[src/hdl/board_pkg.sv]
// ==================================================================
// Board control shared types
// Vector widths for the counter, display digits, seven-segment
// patterns and slide switches, plus the key debouncer state type
// ==================================================================

`default_nettype none

package board_pkg;

  // Board geometry
  localparam int NUM_KEYS   = 4;
  localparam int NUM_DIGITS = 6;

  // Field widths
  localparam int DIGIT_W  = 4;
  localparam int SEG_W    = 7;
  localparam int SWITCH_W = 10;
  localparam int COUNT_W  = NUM_DIGITS * DIGIT_W;

  // Event counter value, one nibble per display digit
  typedef logic [COUNT_W-1:0] count_t;

  // One hex digit as shown on a display
  typedef logic [DIGIT_W-1:0] digit_t;

  // Active-low segments, bit 0 is segment a, bit 6 is segment g
  typedef logic [SEG_W-1:0] seg_t;

  // Slide switches SW[9:0]
  typedef logic [SWITCH_W-1:0] switch_t;

  // Debouncer FSM
  typedef enum logic {
    dbc_stable,
    dbc_settling
  } dbc_state_t;

endpackage : board_pkg

`default_nettype wire

[src/hdl/board_ctrl_top.sv]
// ==================================================================
// Board control top level
// Debounces the four push keys, builds the system reset from the
// external reset, key 3 and the PLL lock, and runs a key-driven
// event counter shown on the six hex displays
// ==================================================================

`timescale 1ns/1ps
`default_nettype none

module board_ctrl_top #(
  parameter int DEBOUNCE_CYCLES = 500000
) (
  input  wire                                clk,
  input  wire                                rst_n,
  input  wire                                pll_locked,
  input  wire  [board_pkg::NUM_KEYS-1:0]     key,
  input  board_pkg::switch_t                 sw,
  output board_pkg::seg_t                    hex0,
  output board_pkg::seg_t                    hex1,
  output board_pkg::seg_t                    hex2,
  output board_pkg::seg_t                    hex3,
  output board_pkg::seg_t                    hex4,
  output board_pkg::seg_t                    hex5,
  output logic [9:0]                         ledr
);

  import board_pkg::*;

  logic [NUM_KEYS-1:0] key_level;
  logic [NUM_KEYS-1:0] key_fall;
  logic                sys_rst_n;
  count_t              count;
  seg_t                seg [NUM_DIGITS];

  // ==================================================================
  // Key debouncers, on the external reset since key 3 is a reset
  // ==================================================================
  for (genvar k = 0; k < NUM_KEYS; k++) begin : gen_key
    key_debouncer #(
      .DEBOUNCE_CYCLES (DEBOUNCE_CYCLES)
    ) i_key_debouncer (
      .clk       (clk),
      .rst_n     (rst_n),
      .key_raw   (key[k]),
      .key_level (key_level[k]),
      .key_rise  (),
      .key_fall  (key_fall[k])
    );
  end

  reset_ctrl i_reset_ctrl (
    .clk          (clk),
    .rst_n        (rst_n),
    .button_rst_n (key_level[3]),
    .pll_locked   (pll_locked),
    .sys_rst_n    (sys_rst_n)
  );

  // Key 0 counts up, key 1 down, key 2 loads the switches
  event_counter i_event_counter (
    .clk        (clk),
    .sys_rst_n  (sys_rst_n),
    .inc        (key_fall[0]),
    .dec        (key_fall[1]),
    .load       (key_fall[2]),
    .load_value (sw),
    .count      (count)
  );

  // ==================================================================
  // Hex displays, digit 0 is the low nibble
  // ==================================================================
  for (genvar d = 0; d < NUM_DIGITS; d++) begin : gen_digit
    seg7_encoder i_seg7_encoder (
      .digit (count[d*DIGIT_W +: DIGIT_W]),
      .seg   (seg[d])
    );
  end

  assign hex0 = seg[0];
  assign hex1 = seg[1];
  assign hex2 = seg[2];
  assign hex3 = seg[3];
  assign hex4 = seg[4];
  assign hex5 = seg[5];

  // Reset state on LED 0, pressed keys 0 to 2 on LEDs 1 to 3
  assign ledr[0]   = sys_rst_n;
  assign ledr[3:1] = ~key_level[2:0];
  assign ledr[9:4] = '0;

endmodule : board_ctrl_top

`default_nettype wire

[src/hdl/event_counter.sv]
// ==================================================================
// Key event counter
// 24-bit counter stepped by key-press pulses, with load from the
// slide switches taking priority over increment and decrement
// ==================================================================

`timescale 1ns/1ps
`default_nettype none

module event_counter (
  input  wire                clk,
  input  wire                sys_rst_n,
  input  wire                inc,
  input  wire                dec,
  input  wire                load,
  input  board_pkg::switch_t load_value,
  output board_pkg::count_t  count
);

  import board_pkg::*;

  count_t count_q;
  count_t count_next;
  count_t load_ext;

  // Switches land in the low bits, upper bits cleared
  assign load_ext = count_t'(load_value);

  // ==================================================================
  // Next value
  // ==================================================================
  always_comb begin
    count_next = count_q;
    if (load) begin
      count_next = load_ext;
    end else if (inc) begin
      // Wraps from FFFFFF to 0
      count_next = count_q + count_t'(1);
    end else if (dec) begin
      // Wraps from 0 to FFFFFF
      count_next = count_q - count_t'(1);
    end
  end

  always_ff @(posedge clk or negedge sys_rst_n) begin
    if (!sys_rst_n) begin
      count_q <= '0;
    end else begin
      count_q <= count_next;
    end
  end

  assign count = count_q;

endmodule : event_counter

`default_nettype wire

[src/hdl/key_debouncer.sv]
// ==================================================================
// Push key debouncer
// Synchronizes one raw key input, accepts a new level only after it
// has held for DEBOUNCE_CYCLES clocks and reports accepted edges as
// single-cycle rise and fall pulses
// ==================================================================

`timescale 1ns/1ps
`default_nettype none

module key_debouncer #(
  parameter int DEBOUNCE_CYCLES = 500000
) (
  input  wire  clk,
  input  wire  rst_n,
  input  wire  key_raw,
  output logic key_level,
  output logic key_rise,
  output logic key_fall
);

  import board_pkg::*;

  // Counter only has to reach DEBOUNCE_CYCLES - 1
  localparam int CNT_W = (DEBOUNCE_CYCLES > 1) ? $clog2(DEBOUNCE_CYCLES) : 1;

  logic             key_meta;
  logic             key_sync;
  logic [CNT_W-1:0] settle_cnt;
  dbc_state_t       state;

  // Two-flop synchronizer, idles at released level
  always_ff @(posedge clk or negedge rst_n) begin
    if (!rst_n) begin
      key_meta <= 1'b1;
      key_sync <= 1'b1;
    end else begin
      key_meta <= key_raw;
      key_sync <= key_meta;
    end
  end

  // ==================================================================
  // Settle filter
  // ==================================================================
  always_ff @(posedge clk or negedge rst_n) begin
    if (!rst_n) begin
      state      <= dbc_stable;
      settle_cnt <= '0;
      key_level  <= 1'b1;
      key_rise   <= 1'b0;
      key_fall   <= 1'b0;
    end else begin
      key_rise <= 1'b0;
      key_fall <= 1'b0;
      case (state)
        dbc_stable: begin
          settle_cnt <= CNT_W'(1);
          if (key_sync != key_level) begin
            state <= dbc_settling;
          end
        end
        dbc_settling: begin
          if (key_sync == key_level) begin
            // Bounced back before settling, drop it
            state <= dbc_stable;
          end else if (settle_cnt >= CNT_W'(DEBOUNCE_CYCLES - 1)) begin
            state     <= dbc_stable;
            key_level <= key_sync;
            key_rise  <= key_sync;
            key_fall  <= ~key_sync;
          end else begin
            settle_cnt <= settle_cnt + CNT_W'(1);
          end
        end
        default: state <= dbc_stable;
      endcase
    end
  end

endmodule : key_debouncer

`default_nettype wire

[src/hdl/reset_ctrl.sv]
// ==================================================================
// System reset control
// Asserts the system reset at once when the external reset, the
// reset key or the PLL lock drops, and releases it two clock
// edges after all three are high again
// ==================================================================

`timescale 1ns/1ps
`default_nettype none

module reset_ctrl (
  input  wire  clk,
  input  wire  rst_n,
  input  wire  button_rst_n,
  input  wire  pll_locked,
  output logic sys_rst_n
);

  logic arst_n;
  logic rst_meta;
  logic rst_sync;

  // Any source low pulls the chain down asynchronously
  assign arst_n = rst_n & button_rst_n & pll_locked;

  // Release synchronizer
  always_ff @(posedge clk or negedge arst_n) begin
    if (!arst_n) begin
      rst_meta <= 1'b0;
      rst_sync <= 1'b0;
    end else begin
      rst_meta <= 1'b1;
      rst_sync <= rst_meta;
    end
  end

  assign sys_rst_n = rst_sync;

endmodule : reset_ctrl

`default_nettype wire

[src/hdl/seg7_encoder.sv]
// ==================================================================
// Seven-segment encoder
// Maps one hex digit to an active-low segment pattern, lower-case
// b and d, the rest upper case
// ==================================================================

`timescale 1ns/1ps
`default_nettype none

module seg7_encoder (
  input  board_pkg::digit_t digit,
  output board_pkg::seg_t   seg
);

  // Patterns listed as gfedcba, 0 lights a segment
  always_comb begin
    case (digit)
      4'h0:    seg = 7'b1000000;
      4'h1:    seg = 7'b1111001;
      4'h2:    seg = 7'b0100100;
      4'h3:    seg = 7'b0110000;
      4'h4:    seg = 7'b0011001;
      4'h5:    seg = 7'b0010010;
      4'h6:    seg = 7'b0000010;
      4'h7:    seg = 7'b1111000;
      4'h8:    seg = 7'b0000000;
      4'h9:    seg = 7'b0010000;
      4'ha:    seg = 7'b0001000;
      // Lower-case b
      4'hb:    seg = 7'b0000011;
      4'hc:    seg = 7'b1000110;
      // Lower-case d
      4'hd:    seg = 7'b0100001;
      4'he:    seg = 7'b0000110;
      4'hf:    seg = 7'b0001110;
      default: seg = 7'b1111111;
    endcase
  end

endmodule : seg7_encoder

`default_nettype wire

[config.mk]
export PLATFORM = sky130hd
export DESIGN_NAME = board_ctrl_top
export DESIGN_NICKNAME = d
export VERILOG_FILES = /design/src/hdl/board_pkg.sv /design/src/hdl/board_ctrl_top.sv /design/src/hdl/event_counter.sv /design/src/hdl/key_debouncer.sv /design/src/hdl/reset_ctrl.sv /design/src/hdl/seg7_encoder.sv
export SDC_FILE = /design/constraint.sdc
export NUM_CORES = 1
export LEC_CHECK = 0
export ABC_AREA = 1
export BUFFER_PORTS_ARGS = -buffer_cell sky130_fd_sc_hd__buf_2
export CAP_MARGIN = 20
export CORE_UTILIZATION = 60
export DETAILED_ROUTE_END_ITERATION = 10
export PLACE_DENSITY = 0.89
export SKIP_LAST_GASP = 1
export SYNTH_ARGS = -nofsm -noshare
export SYNTH_HDL_FRONTEND = slang
export SYNTH_HIERARCHICAL = 1
export SYNTH_SLANG_ARGS = --single-unit
[constraint.sdc]
create_clock -name clk -period 1.8 [get_ports clk]
set_clock_uncertainty 0.15 [all_clocks]
set_input_delay 0.36 -clock clk [delete_from_list [all_inputs] [get_ports clk]]
set_output_delay 0.36 -clock clk [all_outputs]
set_load 0.1 [all_outputs]
==> summary.md, run 1 <==
| Metric | Value |
|---|---|
| Global Route Usage Sum | `77.1%` |
| Crit. endpoint post-GRT repair | `i_event_counter/count[23]$_DFFE_PN0P_/D` |
| Worst EP kind | `sequential cell input` |
| Largest net degree at the start of global routing | `29` |
| Starting Density | `61.3%` |
| Number of buffers created by CTS | `17` |
| Mapped Area | `11000 sq um` |
| Port bufs | `62` |
| Top Ports | `69` |
| Clk buf depth | `2` |
| Die width | `137 um` |
| Cells after DPL | `2127` |
| GRT overflow | `25` |
| Chip height | `137 um` |
| Post-Synthesis Cells | `1773` |
| H-tree Lvls | `4` |
| Fail Step | `global routing (5_1_grt)` |
| Num rows | `49` |
| Clk root buf | `clkbuf_16` |
| Tool error | `[ERROR GRT-0232] Routing congestion too high. Check the congestion heatmap in the GUI.` |
| Outcome | `did not finish` |
| GP Congestion | `0.951` |
| Yosys warns | `6` |
| Dpl hpwl | `21.6 mm` |
| Placed cell area | `13100 sq um` |
| Avg Inst Size Synth | `6.21 sq um` |
[layer usage]
metal	GRT overflow	track usage [%]
met2	12	89.6
met3	2	67.9
met5	0	46.1
met4	10	74.4
met1	1	76.1
[metrics by stage]
stage          utilization [%]  setup WS, ps
3_3_place_gp              73.1          -295
3_5_place_dp              73.1          -378
2_1_floorplan                -          -382
4_1_cts                   83.4          -365
[what timing repair did]
action / CTS
pin swaps: 68
hold buffers: 6
endpoints found under the hold margin: 26
endpoints found under the setup margin: 71
gates resized for setup: 211
buffers inserted: 41
==> run 2, diff against run 1 <==
--- a/config.mk
+++ b/config.mk
@@ -8,9 +8,9 @@
 export ABC_AREA = 1
 export BUFFER_PORTS_ARGS = -buffer_cell sky130_fd_sc_hd__buf_2
 export CAP_MARGIN = 20
-export CORE_UTILIZATION = 60
+export CORE_UTILIZATION = 40
 export DETAILED_ROUTE_END_ITERATION = 10
-export PLACE_DENSITY = 0.89
+export PLACE_DENSITY_LB_ADDON = 0.15
 export SKIP_LAST_GASP = 1
 export SYNTH_ARGS = -nofsm -noshare
 export SYNTH_HDL_FRONTEND = slang
==> run 2 against run 1 <==
Compared with the run above: the flow now finishes, with violations (negative setup slack); area after synthesis is the same; synthesized cell count is the same.
==> summary.md, run 2 <==
| Metric | Value |
|---|---|
| Port bufs | `62 (unchanged)` |
| CTS tree | `yes` |
| Yosys warns | `6 (unchanged)` |
| Top Ports | `69 (unchanged)` |
| Ant diodes | `0` |
| Routed Antenna Nets | `0` |
| GRT overflow | `0` |
| Startpoint Class | `flop` |
| Avg Inst Size Synth | `6.21 sq um (unchanged)` |
| Post-Synthesis Cells | `1773 (unchanged)` |
| Fin cells | `2347` |
| Outcome | `complete, but fails checks` |
| Clk pwr share | `53.3%` |
| Final period util | `121%` |
| Fin crit period | `2170 ps` |
| Dpl hpwl | `21.5 mm (-0.60%)` |
| Largest net degree at the start of global routing | `43` |
| PD cells | `444 nW/um^2` |
| Number of buffers created by CTS | `17 (unchanged)` |
| Worst vdd ir | `0.000546 V` |
| Hold Vio Cnt, Final | `0` |
| Routed WL | `32.2 mm` |
| # fillers | `2336` |
| Type of the worst min-delay path | `primary input to flop` |
| Fin util | `61.7%` |
| Pre-antenna DRT Iters | `5` |
| Worst-Margin Slew | `788 ps` |
| TNS Setup | `-19900 ps` |
| CP Max Fanout | `4` |
| H-tree Lvls | `4 (unchanged)` |
| Core area | `27000 sq um` |
| DR vias/cell | `4.99` |
| Most flops, register | `gen_key.i_key_debouncer/settle_cnt` |
| Comb pwr share | `8.2%` |
| Crit. End Element | `output pin` |
| Dpl ws | `-339 ps (+38.5 ps)` |
| Slew Limit Fails | `0` |
| Clk root buf | `clkbuf_16` |
| DRC | `0` |
| Global-route wire length before repair | `52.3 mm` |
| Required @ worst endpoint | `1290 ps` |
| Area Growth Syn to Fin | `51.0%` |
| Total power | `7.39 mW` |
| Chip height | `168 um (+22%)` |
| Sequential power share | `38.4%` |
| Starting Density | `40.8% (-20 points)` |
| P_leak | `7.80 nW` |
| Share of layout cells above drive strength 1 | `37.7%` |
| Wire length per cell | `13.7 um` |
| Via count | `11710` |
| Final setup margin | `-372 ps` |
| # clock sinks | `121` |
| Die width | `168 um (+22%)` |
| Worst skew pair latency | `420 ps` |
| Failing checks | `negative setup slack` |
| DIE AREA | `28200 sq um` |
| Fin nets | `2079` |
| Final setup fails | `64` |
| Switching part of the total | `24.2%` |
| Maxcap violations | `0` |
| Vias in the first global route | `11159` |
| Starting DRT DRC Count | `724` |
| Num rows | `60 (+22%)` |
| Mapped Area | `11000 sq um (unchanged)` |
| F_max | `460 MHz` |
| CP Class | `flop to output pin` |
| GP Congestion | `0.907 (-4.7%)` |
| Clk buf depth | `2 (unchanged)` |
| Most frequent cells in the layout | `nand2_1 (543), nor2_1 (199), inv_1 (153), buf_4 (140), nand3_1 (135)` |
| Worst path arrival time | `1660 ps` |
| Clk slew on worst S/H paths | `60 ps` |
| Initial antenna violation count | `0` |
| Commonest non-fill, non-tap cell in the layout | `nand2_1` |
| Slew HR | `47.4%` |
| RSZ-0062 raised after global routing | `true` |
| Global Route Usage Sum | `22.4%` |
| Int Power | `5.60 mW` |
| Cells after DPL | `2247 (+5.6%)` |
| Max FFs per register | `76` |
| P_sw | `1.79 mW` |
## run 2: final cells by class
| type | count | area (sq um) | share of cell area, % |
|---|---|---|---|
| clock buffers | 21 | 480 | 2.89 |
| clock inverters | 11 | 191 | 1.15 |
| inverters | 205 | 885 | 5.32 |
| multi-input cells | 1396 | 8850 | 53.3 |
| flip-flops and latches | 121 | 3080 | 18.5 |
| well taps | 341 | 427 | 2.57 |
| repair buffers | 252 | 2710 | 16.3 |
## run 2: stage by stage
step / area [sq um] / hold slack [ps]
3_5_place_dp: 13300 / 66.2
3_3_place_gp: 13300 / 66.4
6_report: 16600 / 59.1
2_1_floorplan: 11400 / -85.6
5_1_grt: 16600 / 56.7
4_1_cts: 15600 / 50.5
## run 2: path summary, 6_finish.rpt
path,depth (start not counted),from,to,slack (ps)
worst min-delay path,3,sw[1],i_event_counter/count[1],60
worst max register to register,11,gen_key[0].i_key_debouncer/key_fall,i_event_counter/count[19],-350
worst min register to register,1,i_reset_ctrl/sys_rst_n,i_event_counter/count[19],210
min in group asynchronous,2,rst_n,gen_key[0].i_key_debouncer/settle_cnt[6],170
worst max-delay path,6,i_event_counter/count[21],hex5[3],-370
max in group asynchronous,3,rst_n,gen_key[3].i_key_debouncer/key_meta,800
## run 2: metal layers
metal / up-vias / track usage, % / wire length [um]
li1: 5953 / - / -
met1: 5490 / 29.5 / 14800
met2: 225 / 39.1 / 15900
met3: 42 / 2.61 / 1020
met4: 0 / 5.15 / 504
met5: - / 0 / 0
## run 2: worst max-delay path, cell delays in order (launching register included)
cell and delay (ps):
dfrtp_2 470, clkinv_4 120, ha_4 270, nand2_2 60, nand3_2 80, nand2_4 70, buf_12 160
## run 2: repair_timing
action / CTS / global route
hold endpoints to repair: 89 / 0
endpoints found under the setup margin: 89 / 142
setup buffers: 42 / 17
resized for setup: 248 / 239
gates cloned: 2 / 2
hold buffers: 6 / 0
pin swaps: 74 / 104
## run 2: power by group through the flow
| stage | Clock (mW) | Combinational, mW | Sequential [mW] |
|---|---|---|---|
| after floorplan | 0 | 0.365 | 2.89 |
| after global placement | 0 | 0.562 | 2.88 |
| after detailed placement | 0 | 0.570 | 2.88 |
| after CTS | 4.02 | 0.582 | 2.84 |
| after global routing | 4.12 | 0.675 | 2.85 |
| final | 3.94 | 0.609 | 2.84 |
No activity file was read; power rests on OpenSTA's default activity.
